**config.mk**
```make
export PLATFORM = sky130hd
export DESIGN_NAME = frog_display
export DESIGN_NICKNAME = d
export VERILOG_FILES = /design/src/verilog/frog_pkg.sv /design/src/verilog/frog_display.sv /design/src/verilog/pixel_mixer.sv /design/src/verilog/lane_gen.sv /design/src/verilog/frog_gen.sv /design/src/verilog/video_timing.sv
export SDC_FILE = /design/constraint.sdc
export NUM_CORES = 1
export LEC_CHECK = 0
export ABC_AREA = 1
export BUFFER_PORTS_ARGS = -buffer_cell sky130_fd_sc_hd__buf_2
export CAP_MARGIN = 0
export CELL_PAD_IN_SITES_DETAIL_PLACEMENT = 1
export CELL_PAD_IN_SITES_GLOBAL_PLACEMENT = 1
export CORE_MARGIN = 5
export CORE_UTILIZATION = 40
export DETAILED_ROUTE_END_ITERATION = 8
export PLACE_DENSITY = 0.83
export REMOVE_ABC_BUFFERS = 1
export SYNTH_ARGS = -nofsm -noshare
export SYNTH_HDL_FRONTEND = slang
export SYNTH_SLANG_ARGS = --single-unit
```
**constraint.sdc**
```tcl
create_clock -name clk -period 3.96 [get_ports clk]
set_input_delay 0.198 -clock clk [delete_from_list [all_inputs] [get_ports clk]]
set_output_delay 0.198 -clock clk [all_outputs]
set_load 0.05 [all_outputs]
```
**src/verilog/frog_pkg.sv**
```systemverilog
package frog_pkg;

    // pixel coordinate, wide enough for the full 800x525 raster
    typedef logic [9:0] coord_t;

    // two bits each, rr_gg_bb
    typedef logic [5:0] color_t;

    // horizontal timing, in pixel clocks
    localparam coord_t H_ACTIVE = 10'd640;
    localparam coord_t H_FRONT  = 10'd16;
    localparam coord_t H_SYNC   = 10'd96;
    localparam coord_t H_BACK   = 10'd48;
    localparam coord_t H_TOTAL  = H_ACTIVE + H_FRONT + H_SYNC + H_BACK;

    // vertical timing, in lines
    localparam coord_t V_ACTIVE = 10'd480;
    localparam coord_t V_FRONT  = 10'd10;
    localparam coord_t V_SYNC   = 10'd2;
    localparam coord_t V_BACK   = 10'd33;
    localparam coord_t V_TOTAL  = V_ACTIVE + V_FRONT + V_SYNC + V_BACK;

    // sprite is a square of this many pixels
    localparam coord_t FROG_SIZE = 10'd32;

    // 480 / 32 gives 15 lanes
    localparam coord_t LANE_HEIGHT = 10'd32;

    // half period of the road centre dash
    localparam coord_t DASH_LEN = 10'd16;

    // sprite colours
    localparam color_t LIGHT_GREEN = 6'b001100;
    localparam color_t DARK_GREEN  = 6'b000101;
    localparam color_t ORANGE      = 6'b110100;
    localparam color_t EYE_WHITE   = 6'b111111;
    localparam color_t PUPIL       = 6'b000001;

    // background colours
    localparam color_t GRASS  = 6'b001000;
    localparam color_t WATER  = 6'b000010;
    localparam color_t ROAD   = 6'b010101;
    localparam color_t STRIPE = 6'b111100;

    // also the transparent sprite value
    localparam color_t BLACK = 6'b000000;

    // counter position to output pixel, in clocks
    localparam int PIPE_DELAY = 2;

endpackage
```
**src/verilog/frog_display.sv**
```systemverilog
`timescale 1ns/1ps

module frog_display (
    input  logic             clk,
    input  logic             arst_n,
    input  frog_pkg::coord_t frog_x,
    input  frog_pkg::coord_t frog_y,
    output frog_pkg::color_t color,
    output logic             hsync,
    output logic             vsync,
    output logic             de
);

    frog_pkg::coord_t col;
    frog_pkg::coord_t row;
    logic             hsync_raw;
    logic             vsync_raw;
    logic             de_raw;
    logic             frame_start;
    frog_pkg::color_t frog_color;
    frog_pkg::color_t lane_color;

    video_timing u_timing (
        .clk         (clk),
        .arst_n      (arst_n),
        .col         (col),
        .row         (row),
        .hsync_raw   (hsync_raw),
        .vsync_raw   (vsync_raw),
        .de_raw      (de_raw),
        .frame_start (frame_start)
    );

    // sprite and background run in parallel off the same counters
    frog_gen u_frog (
        .clk         (clk),
        .arst_n      (arst_n),
        .col         (col),
        .row         (row),
        .frame_start (frame_start),
        .frog_x      (frog_x),
        .frog_y      (frog_y),
        .frog_color  (frog_color)
    );

    lane_gen u_lane (
        .clk        (clk),
        .arst_n     (arst_n),
        .col        (col),
        .row        (row),
        .lane_color (lane_color)
    );

    pixel_mixer u_mixer (
        .clk        (clk),
        .arst_n     (arst_n),
        .frog_color (frog_color),
        .lane_color (lane_color),
        .hsync_raw  (hsync_raw),
        .vsync_raw  (vsync_raw),
        .de_raw     (de_raw),
        .color      (color),
        .hsync      (hsync),
        .vsync      (vsync),
        .de         (de)
    );

endmodule

```
**src/verilog/pixel_mixer.sv**
```systemverilog
`timescale 1ns/1ps

module pixel_mixer (
    input  logic             clk,
    input  logic             arst_n,
    input  frog_pkg::color_t frog_color,
    input  frog_pkg::color_t lane_color,
    input  logic             hsync_raw,
    input  logic             vsync_raw,
    input  logic             de_raw,
    output frog_pkg::color_t color,
    output logic             hsync,
    output logic             vsync,
    output logic             de
);

    logic             hsync_d1;
    logic             vsync_d1;
    logic             de_d1;
    frog_pkg::color_t mixed;

    // first stage lines up with the registered generator colours
    always_ff @(posedge clk or negedge arst_n) begin
        if (!arst_n) begin
            hsync_d1 <= 1'b1;
            vsync_d1 <= 1'b1;
            de_d1    <= 1'b0;
        end else begin
            hsync_d1 <= hsync_raw;
            vsync_d1 <= vsync_raw;
            de_d1    <= de_raw;
        end
    end

    // frog wins unless transparent, nothing shows in blanking
    always_comb begin
        if (!de_d1) begin
            mixed = frog_pkg::BLACK;
        end else if (frog_color != frog_pkg::BLACK) begin
            mixed = frog_color;
        end else begin
            mixed = lane_color;
        end
    end

    always_ff @(posedge clk or negedge arst_n) begin
        if (!arst_n) begin
            color <= frog_pkg::BLACK;
            hsync <= 1'b1;
            vsync <= 1'b1;
            de    <= 1'b0;
        end else begin
            color <= mixed;
            hsync <= hsync_d1;
            vsync <= vsync_d1;
            de    <= de_d1;
        end
    end

endmodule

```
**src/verilog/lane_gen.sv**
```systemverilog
`timescale 1ns/1ps

module lane_gen (
    input  logic             clk,
    input  logic             arst_n,
    input  frog_pkg::coord_t col,
    input  frog_pkg::coord_t row,
    output frog_pkg::color_t lane_color
);

    frog_pkg::coord_t lane_idx;
    frog_pkg::coord_t lane_row;
    frog_pkg::coord_t dash_idx;
    logic             is_grass;
    logic             is_water;
    logic             is_road;
    logic             centre_row;
    logic             dash_on;
    frog_pkg::color_t bg;

    assign lane_idx = row / frog_pkg::LANE_HEIGHT;
    assign lane_row = row % frog_pkg::LANE_HEIGHT;
    assign dash_idx = col / frog_pkg::DASH_LEN;

    // grass at the bottom, in the middle and at the top
    assign is_grass = (lane_idx == 10'd0) || (lane_idx == 10'd7) || (lane_idx == 10'd14);
    assign is_water = (lane_idx >= 10'd1) && (lane_idx <= 10'd6);
    assign is_road  = (lane_idx >= 10'd8) && (lane_idx <= 10'd13);

    // rows 15 and 16 of a 32-row lane
    assign centre_row = (lane_row == (frog_pkg::LANE_HEIGHT >> 1) - 10'd1) ||
                        (lane_row == (frog_pkg::LANE_HEIGHT >> 1));

    // even dash segments are painted
    assign dash_on = !dash_idx[0];

    always_comb begin
        bg = frog_pkg::BLACK;
        if (is_grass) begin
            bg = frog_pkg::GRASS;
        end else if (is_water) begin
            bg = frog_pkg::WATER;
        end else if (is_road) begin
            if (centre_row && dash_on) begin
                bg = frog_pkg::STRIPE;
            end else begin
                bg = frog_pkg::ROAD;
            end
        end
    end

    always_ff @(posedge clk or negedge arst_n) begin
        if (!arst_n) begin
            lane_color <= frog_pkg::BLACK;
        end else begin
            lane_color <= bg;
        end
    end

endmodule

```
**src/verilog/frog_gen.sv**
```systemverilog
`timescale 1ns/1ps

module frog_gen (
    input  logic             clk,
    input  logic             arst_n,
    input  frog_pkg::coord_t col,
    input  frog_pkg::coord_t row,
    input  logic             frame_start,
    input  frog_pkg::coord_t frog_x,
    input  frog_pkg::coord_t frog_y,
    output frog_pkg::color_t frog_color
);

    frog_pkg::coord_t pos_x;
    frog_pkg::coord_t pos_y;
    frog_pkg::coord_t lx;
    frog_pkg::coord_t ly;
    logic             in_frog;
    logic             is_pupil;
    logic             is_eye;
    logic             is_head;
    logic             is_body;
    logic             is_front_leg;
    logic             is_inner_leg;
    logic             is_outer_leg;
    frog_pkg::color_t sprite;

    // inclusive rectangle test on local sprite offsets
    function automatic logic in_box(
        input frog_pkg::coord_t x,
        input frog_pkg::coord_t y,
        input int               x0,
        input int               x1,
        input int               y0,
        input int               y1
    );
        return int'(x) >= x0 && int'(x) <= x1 && int'(y) >= y0 && int'(y) <= y1;
    endfunction

    // position only moves during vsync, so the sprite never tears
    always_ff @(posedge clk or negedge arst_n) begin
        if (!arst_n) begin
            pos_x <= '0;
            pos_y <= '0;
        end else if (frame_start) begin
            pos_x <= frog_x;
            pos_y <= frog_y;
        end
    end

    assign lx = col - pos_x;
    assign ly = row - pos_y;

    // offsets cannot wrap once col/row are at or past the corner
    assign in_frog = (col >= pos_x) && (row >= pos_y) &&
                     (lx < frog_pkg::FROG_SIZE) && (ly < frog_pkg::FROG_SIZE);

    always_comb begin
        is_pupil = in_box(lx, ly, 11, 12, 7, 8) ||
                   in_box(lx, ly, 19, 20, 7, 8);

        is_eye = in_box(lx, ly, 10, 13, 6, 8) ||
                 in_box(lx, ly, 11, 12, 9, 9) ||
                 in_box(lx, ly, 18, 21, 6, 8) ||
                 in_box(lx, ly, 19, 20, 9, 9);

        // head band plus the two side outlines
        is_head = in_box(lx, ly, 8, 23, 6, 10) ||
                  in_box(lx, ly, 8, 8, 10, 20) ||
                  in_box(lx, ly, 23, 23, 10, 20);

        is_body = in_box(lx, ly, 9, 22, 10, 20);

        is_front_leg = in_box(lx, ly, 7, 8, 13, 14) ||
                       in_box(lx, ly, 23, 24, 13, 14) ||
                       in_box(lx, ly, 6, 9, 15, 17) ||
                       in_box(lx, ly, 23, 25, 15, 17);

        is_inner_leg = in_box(lx, ly, 9, 11, 19, 23) ||
                       in_box(lx, ly, 20, 22, 19, 23);

        is_outer_leg = in_box(lx, ly, 6, 8, 21, 25) ||
                       in_box(lx, ly, 23, 25, 21, 25);
    end

    // highest priority first
    always_comb begin
        sprite = frog_pkg::BLACK;
        if (is_pupil) begin
            sprite = frog_pkg::PUPIL;
        end else if (is_eye) begin
            sprite = frog_pkg::EYE_WHITE;
        end else if (is_head) begin
            sprite = frog_pkg::DARK_GREEN;
        end else if (is_body) begin
            sprite = frog_pkg::LIGHT_GREEN;
        end else if (is_front_leg || is_inner_leg) begin
            sprite = frog_pkg::DARK_GREEN;
        end else if (is_outer_leg) begin
            sprite = frog_pkg::LIGHT_GREEN;
        end
    end

    always_ff @(posedge clk or negedge arst_n) begin
        if (!arst_n) begin
            frog_color <= frog_pkg::BLACK;
        end else begin
            frog_color <= in_frog ? sprite : frog_pkg::BLACK;
        end
    end

endmodule

```
**src/verilog/video_timing.sv**
```systemverilog
`timescale 1ns/1ps

module video_timing (
    input  logic             clk,
    input  logic             arst_n,
    output frog_pkg::coord_t col,
    output frog_pkg::coord_t row,
    output logic             hsync_raw,
    output logic             vsync_raw,
    output logic             de_raw,
    output logic             frame_start
);

    frog_pkg::coord_t h_cnt;
    frog_pkg::coord_t v_cnt;
    frog_pkg::coord_t h_next;
    frog_pkg::coord_t v_next;
    logic             h_last;
    logic             v_last;
    logic             hsync_next;
    logic             vsync_next;
    logic             fstart_next;

    assign h_last = (h_cnt == frog_pkg::H_TOTAL - 10'd1);
    assign v_last = (v_cnt == frog_pkg::V_TOTAL - 10'd1);

    always_comb begin
        h_next = h_last ? 10'd0 : h_cnt + 10'd1;
        v_next = v_cnt;
        if (h_last) begin
            v_next = v_last ? 10'd0 : v_cnt + 10'd1;
        end
    end

    // syncs are formed from the next count so they stay aligned with col/row
    always_comb begin
        hsync_next = !(h_next >= frog_pkg::H_ACTIVE + frog_pkg::H_FRONT &&
                       h_next <  frog_pkg::H_ACTIVE + frog_pkg::H_FRONT + frog_pkg::H_SYNC);
        vsync_next = !(v_next >= frog_pkg::V_ACTIVE + frog_pkg::V_FRONT &&
                       v_next <  frog_pkg::V_ACTIVE + frog_pkg::V_FRONT + frog_pkg::V_SYNC);
        // first pixel clock of the vsync pulse
        fstart_next = (h_next == 10'd0) &&
                      (v_next == frog_pkg::V_ACTIVE + frog_pkg::V_FRONT);
    end

    always_ff @(posedge clk or negedge arst_n) begin
        if (!arst_n) begin
            h_cnt       <= '0;
            v_cnt       <= '0;
            hsync_raw   <= 1'b1;
            vsync_raw   <= 1'b1;
            frame_start <= 1'b0;
        end else begin
            h_cnt       <= h_next;
            v_cnt       <= v_next;
            hsync_raw   <= hsync_next;
            vsync_raw   <= vsync_next;
            frame_start <= fstart_next;
        end
    end

    assign de_raw = (h_cnt < frog_pkg::H_ACTIVE) && (v_cnt < frog_pkg::V_ACTIVE);

    assign col = h_cnt;
    assign row = v_cnt;

endmodule

```
; ---- Yosys cells after proc, flatten, opt, wreduce, memory -nomap -nowiden
; Index checks and enable logic that the tools add are counted.
[classes]
add_sub_neg = 4
order_cmp = 51
n_eq_ne = 7
muxes = 16
reduce_logical = 82
[op_table]
columns = op, n
row1 = "10-bit by 5-bit <= comparator with 1-bit output, second input constant", 10
row2 = "10-bit by 4-bit <= comparator with 1-bit output, second input constant", 9
row3 = "10-bit by 4-bit >= comparator with 1-bit output, second input constant", 8
row4 = 6-bit two-way mux, 12
row5 = 1-bit logical AND, 61
row6 = "10-bit by 5-bit >= comparator with 1-bit output, second input constant", 6
row7 = "10-bit by 3-bit >= comparator with 1-bit output, second input constant", 4
row8 = 10-bit two-way mux, 3
row9 = "10-bit by 1-bit adder with 10-bit output, second input constant", 2
row10 = "10-bit == test, second input constant", 2
row11 = 10-bit >= comparator, 2
row12 = 10-bit logical NOT, 2
row13 = "10-bit < comparator, second input constant", 2
row14 = "10-bit by 6-bit < comparator with 1-bit output, second input constant", 2
row15 = "10-bit by 9-bit < comparator with 1-bit output, second input constant", 2
row16 = 10-bit subtractor, 2
row17 = 1-bit logical OR, 15
row18 = "10-bit by 9-bit == test with 1-bit output, second input constant", 1
row19 = "5-bit by 4-bit == test with 1-bit output, second input constant", 2
row20 = "10-bit >= comparator, second input constant", 1
row21 = "10-bit by 9-bit >= comparator with 1-bit output, second input constant", 1
row22 = 6-bit nonzero test, 1
row23 = "5-bit by 3-bit == test with 1-bit output, second input constant", 1
row24 = "5-bit == test, second input constant", 1
row25 = other kinds (6), 8
[totals]
reg_bits = 67
output_inout_bits = 9
wordCells = 176

; ---- Longest topological paths before layout
[depth]
word_depth = 15
mapped_depth = 22
depth_no_buf = 22

; ---- Cells and area by module
; A second synthesis with hierarchy kept.
[unflattened]
hier_cells = 740
hier_area_um2 = 4972.3
[by_module_without_submodules]
columns = mod, n_inst, cells_each, area_each_um2, seq_area_each_um2
row1 = frog_gen, 1, 469, 2872.8, 600.6
row2 = video_timing, 1, 203, 1427.6, 578.1
row3 = pixel_mixer, 1, 34, 417.9, 305.3
row4 = lane_gen, 1, 34, 254.0, 125.1

; ---- Worst setup path after synthesis
; OpenSTA, ideal clock, no wires.
[synth_timing]
path_kind = register to register
start = register u_timing.h_cnt[0] (netlist: u_timing.col[0])
end = register u_frog.frog_color[3]
setup_time_ps = 117
arrival_ps = 2346
required_time_ps = 3843
setup_slack_ps = 1497
path_stages_with_launch = 21
cell_sequence = dfrtp_1 inv_1 ha_1 inv_1 fa_1 nand3_1 nand3_2 nand2_1 nand2_1 inv_1 nand2_2 nor2_4 nand3_1 nand2_1 o21ai_1 nand2_1 nand2_1 nand3_1 nand2_1 nand2_1 nand2_1
[synth_via]
elab_chain_cells = 15
elab_cells_between_ends = 97
classes_between = add/sub: 1 / order compare: 23 / mux: 7 / reduce/logical: 66
[synth_rtl]
columns = element, line
row1 = "start, declared", video_timing.sv:14  ; frog_pkg::coord_t h_cnt;
row2 = "start signal, assigned", video_timing.sv:54  ; h_cnt <= h_next;
row3 = 10-bit subtractor, frog_gen.sv:51  ; assign lx = col - pos_x;
row4 = 10-bit by 3-bit >= comparator with 1-bit output (tied with other cells), frog_gen.sv:37  ; return int'(x) >= x0 && int'(x) <= x1 && int'(y) >= y0 && int'(y) <= y1;
row5 = 1-bit logical AND (3 in a row), frog_gen.sv:37
row6 = 1-bit logical OR, frog_gen.sv:74  ; is_front_leg = in_box(lx, ly, 7, 8, 13, 14) ||
row7 = 1-bit logical OR, frog_gen.sv:75  ; in_box(lx, ly, 23, 24, 13, 14) ||
row8 = 1-bit logical OR, frog_gen.sv:76  ; in_box(lx, ly, 6, 9, 15, 17) ||
row9 = 1-bit logical OR, frog_gen.sv:97  ; end else if (is_front_leg || is_inner_leg) begin
row10 = 6-bit two-way mux, frog_gen.sv:97
row11 = 6-bit two-way mux, frog_gen.sv:95  ; end else if (is_body) begin
row12 = 6-bit two-way mux, frog_gen.sv:93  ; end else if (is_head) begin
row13 = 6-bit two-way mux, frog_gen.sv:91  ; end else if (is_eye) begin
row14 = 6-bit two-way mux, frog_gen.sv:89  ; if (is_pupil) begin
row15 = 6-bit two-way mux *, frog_gen.sv:108  ; frog_color <= in_frog ? sprite : frog_pkg::BLACK;
row16 = "end signal, assigned", frog_gen.sv:106  ; frog_color <= frog_pkg::BLACK;
row17 = "end signal, assigned", frog_gen.sv:108
row18 = "end, declared", frog_gen.sv:11  ; output frog_pkg::color_t frog_color
; Mark *: on every way between the ends. The rest lies on a longest branch, timed or not.
; A chain may end at the register's enable or synchronous reset.

; ---- Final worst setup path
[layout_timing]
start = register u_timing.v_cnt[0] (netlist: u_timing.row[0])
end = register u_frog.frog_color[3]
[layout_via]
elab_chain_cells = 14
elab_cells_between_ends = 77
classes_between = add/sub: 1 / order compare: 18 / mux: 7 / reduce/logical: 51
[layout_rtl]
columns = element, line
row1 = "start, declared", video_timing.sv:15  ; frog_pkg::coord_t v_cnt;
row2 = "start signal, assigned", video_timing.sv:55  ; v_cnt <= v_next;
row3 = 10-bit subtractor, frog_gen.sv:52  ; assign ly = row - pos_y;
row4 = 10-bit by 4-bit >= comparator with 1-bit output, frog_gen.sv:37
row5 = 1-bit logical AND (2 in a row), frog_gen.sv:37
row6 = 1-bit logical OR, frog_gen.sv:74
row7 = 1-bit logical OR, frog_gen.sv:75
row8 = 1-bit logical OR, frog_gen.sv:76
row9 = 1-bit logical OR, frog_gen.sv:97
row10 = 6-bit two-way mux, frog_gen.sv:97
row11 = 6-bit two-way mux, frog_gen.sv:95
row12 = 6-bit two-way mux, frog_gen.sv:93
row13 = 6-bit two-way mux, frog_gen.sv:91
row14 = 6-bit two-way mux, frog_gen.sv:89
row15 = 6-bit two-way mux *, frog_gen.sv:108
; Marked as above.

==> results.env <==
CTS_SETUP_BUFFERS=0
CORE_AREA_MM2=0.0114
GLOBALROUTE.TOTALOVERFLOW=0
DOMINANTREGCELLSYNTH='sky130_fd_sc_hd__dfrtp_1'
TIMING_WORST_SETUP_PATH_TYPE='reg2reg'
TIMING.CRITICAL_PATH.MODE_CELL='sky130_fd_sc_hd__nand2_1'
FINAL.SETUP.TNS_NS=0
XOR_XNOR_PORTION_OF_THE_SYNTHESIZED_CELL_AREA=0.0170
FINALWORSTPATHREQUIREDPERIOD_NS=2.99
CLK_ROOT_BUFFER_CELL='sky130_fd_sc_hd__clkbuf_16'
POWER_DENSITY_mW_PER_MM2=274
DR_TOTAL_VIAS=4425
ASYNC_FLOP_SHARE=1.00
FINAL_ANTENNA_NET_COUNT=0
FINAL.FILL_COUNT=1525
FINALWEIGHTEDCONGESTION=0.942
SYNTH_TOP_FAMILY_BY_AREA='simple AND/OR/NAND/NOR gates'
POST_SYNTH_MAIN_AREA_CONTRIBUTORS='sky130_fd_sc_hd__dfrtp_1 31%, sky130_fd_sc_hd__nand2_1 14%, sky130_fd_sc_hd__inv_1 9.9%'
CP_MAX_FO=5
SYNTHTOLAYOUTAREAGROWTH_PCT=13.0
INITIAL_UTILIZATION=0.407
ACHIEVABLE-FREQUENCY_GHz=0.335
CP_SLOWEST_CELL='sky130_fd_sc_hd__xor2_1'
VIA_COUNT_OF_THE_FIRST_GLOBAL_ROUTING_PASS=4989
DRT-WIRELENGTH-PER-CELL_UM=16.3
NETLIST-CELL-TYPE-COUNT=39
HPWL_UM=11000
DETAILEDROUTE.FIRSTITERATIONVIOLATIONS=172
SYNTHDOMINANTAREACELLTYPE='sky130_fd_sc_hd__dfrtp_1'
POST_SYNTH_INST_COUNT=670
VDD_DROP_MAX_uV=269
CTS_RESIZED=0
AREA_SHARE_OF_FA_HA_MAJ_CELLS_AFTER_SYNTHESIS=0.0733
FINALHOLDVIOLCOUNT=0
ANTENNA-DIODE-COUNT=0
SYNTH_SEQ_AREA_SHARE=0.347
ROUTE.DETAILED.VIAS_PER_INST=5.17
CRITICAL_PATH_SINK_TYPE='flop'
GRT_ANTENNA_BEFORE_REPAIR=0
POWER_FRAC_SEQ=0.456
CRITPATHMAXSTAGEDELAY_NS=0.43
TIGHTEST_SLEW_NS=1.12
DRV.MAX_CAP_VIOLATION_COUNT=0
SYNTH_ENABLE_FLOP_CELLS=0
SYN_AREA_PER_CELL_UM2=6.93
HOLD_CLASS='in2async'
NUMBER_OF_SEARCH_AND_REPAIR_ITERATIONS_IN_THE_FIRST_DETAILED_ROUTING_PASS=4
POSTLAYOUTCOREUTIL=0.460
REG_CLK_SLEW_REPORTED_PATHS_NS=0.06
COMB_POWER_SHARE=0.017
DESIGN_POWER_TOTAL_mW=1.44
CLOCK_SINK_COUNT=64
PWR-SHARE-CLK=0.527
STDCELL_AREA_MM2=0.00525
HTREEDEPTH=3
SYNTH_MUX_AREA_FRAC=0.00485
WARNING_COUNT_FROM_THE_YOSYS_RUN=0
GRT_PASS1_WL_UM=23900
ROUTE.FINAL.WIRE_LENGTH_UM=14000
CELL_INTERNAL_PWR_mW=1.10
DRIVE_GT1_FRAC=0.144
DIE_H_UM=118
CRITICAL_PATH.TOP_DELAY_FAMILY='simple AND/OR/NAND/NOR gates'
SYNTHSIMPLEGATEAREAFRAC=0.361
FINAL-MAX-SLEW-VIOLATION-COUNT=0
LEAKAGEPOWER_nW=2.82
MOST_FREQUENT_CELLS_IN_THE_LAYOUT='168 x sky130_fd_sc_hd__nand2_1, 122 x sky130_fd_sc_hd__inv_1, 64 x sky130_fd_sc_hd__nor2_1'
CRITICAL_PATH_START_TYPE='flop'
IO_BUFFERS=30
SYNTH.TOP_CELL.AREA_SHARE=0.313
PLACED_CELL_AREA_MM2=0.00496
TIMING.CRITICAL_PATH.ARRIVAL_NS=3.21
LARGEST_NET_DEGREE_AT_THE_START_OF_GLOBAL_ROUTING=40
CRITICAL_PATH.N_BUFFERS_INVERTERS=4
RESULT_OF_THE_RUN='completed'
POWER_SWITCHING_SHARE=0.231
P_SW_mW=0.332
INSERTION_DELAY_NS=0.34
CRIT_PATH_CELL_TRACE='inv_1 > ha_1 > inv_1 > fa_1 > xor2_1 > inv_1 > nor2_1 > inv_1 > o211ai_1 > nand2_1 > nor2_1 > nand2_1 > nand3_1 > nand2_1 > nand2_1 > nand2_1'
WORST_CLOCK_SKEW_NS=0.0129
SYNTH_COMPOUND_GATE_AREA_SHARE=0.0892
ROWS=39
LAYOUT_WORST_PATH_CYCLE_SHARE=0.754
GRT_USE_TOTAL=0.209
MOST_COMMON_CELL_AFTER_LAYOUT_FILL_AND_TAPS_ASIDE='sky130_fd_sc_hd__nand2_1'
DIE-WIDTH_UM=118
DIE_AREA_MM2=0.0139
TRITONCTS.NUM_BUFFERS=9
POSTSYNTHREGISTERBITS=64
CTS_MAX_PATH_BUFFERS=2
DESIGN.PORTCOUNT=31
POST-ROUTE-DRC-COUNT=0
GRT_SETUP_UNREPAIRED='false'
TOTAL_STANDARD_CELL_AREA_AFTER_SYNTHESIS_MM2=0.00464
NNETSFINAL=756
POSTCTSHOLDBUFS=0
TIMING.SLEW.HEADROOM=0.250
TRITONCTS_CLOCK_TREE='done'
TIMING.FINAL.SETUP_VIOLATIONS=0
REQUIRED_NS=4.19
## layout make-up
class,count,area [um^2],share of cell area
multi-input cells,474,2530,0.483
flip-flops and latches,64,1610,0.307
inverters,127,477,0.0908
clock buffers,10,239,0.0455
well taps,143,179,0.0341
repair buffers,32,165,0.0315
clock inverters,6,45.0,0.00858
## through the flow
step / worst slack [ns] / hold slack [ns] / std cells
after floorplan: 1.50 / -0.0976 / 665
after global routing: 0.701 / 0.0741 / 856
after CTS: 0.989 / 0.0243 / 856
final: 0.975 / 0.000941 / 856
after detailed placement: 1.03 / 0.348 / 840
after global placement: 1.04 / 0.349 / 840
## cell families after synthesis
group,after synthesis
AND/OR/NAND/NOR,364
buffers and inverters,132
AO/OA/AOI/OAI,73
flip-flops,64
adder cells (fa/ha/maj),26
XOR/XNOR,9
multiplexers,2
## metal layers
metal | global-route usage | vias to the layer above | wire length (um)
met5 | 0 | - | 0
met1 | 0.248 | 2131 | 6190
met2 | 0.378 | 59 | 7170
met3 | 0.0346 | 30 | 265
li1 | - | 2205 | -
met4 | 0.0710 | 0 | 329
## cell usage after synthesis (all sizes together), types with 6 or more instances
library cell,count
nand4,15
nor3,16
nor2,77
a21oi,31
xor2,9
nand2,187
dfrtp,58
dfstp,6
inv,127
ha,24
o21ai,30
nand3,57
## flip-flops by register name, summed over array words and instances (netlist names), 4 cells and up
| name | count |
|---|---|
| u_lane.lane_color | 5 |
| u_timing.col | 10 |
| u_frog.frog_color | 4 |
| u_mixer.color | 6 |
| u_timing.row | 10 |
| u_frog.pos_y | 10 |
| u_frog.pos_x | 10 |
## power by group through the flow
stage | Clock [mW] | Sequential (mW) | Combinational [mW]
4_1_cts | 0.781 | 0.654 | 0.0251
6_report | 0.757 | 0.654 | 0.0239
3_5_place_dp | 0 | 0.666 | 0.0249
2_1_floorplan | 0 | 0.666 | 0.0000295
5_1_grt | 0.807 | 0.654 | 0.0278
3_3_place_gp | 0 | 0.666 | 0.0239
## path summary, 6_finish.rpt
| kind | from | end | slack (ns) | cells past startpoint |
|---|---|---|---|---|
| worst max-delay path | u_timing.row[0]$_DFF_PN0_ | u_frog.frog_color[3]$_DFF_PN0_ | 0.97 | 16 |
| worst min-delay path | arst_n | u_frog.pos_x[8]$_DFFE_PN0P_ | 0.0009 | 1 |
| worst max register to register | u_timing.row[0]$_DFF_PN0_ | u_frog.frog_color[3]$_DFF_PN0_ | 0.97 | 16 |
| worst min register to register | u_mixer.hsync_d1$_DFF_PN1_ | u_mixer.hsync$_DFF_PN1_ | 0.35 | 0 |
| max in group asynchronous | arst_n | u_mixer.vsync_d1$_DFF_PN1_ | 3.00 | 2 |
| min in group clk | frog_y[4] | u_frog.pos_y[4]$_DFFE_PN0P_ | 0.07 | 3 |
Power figures use the tool's default switching activity.
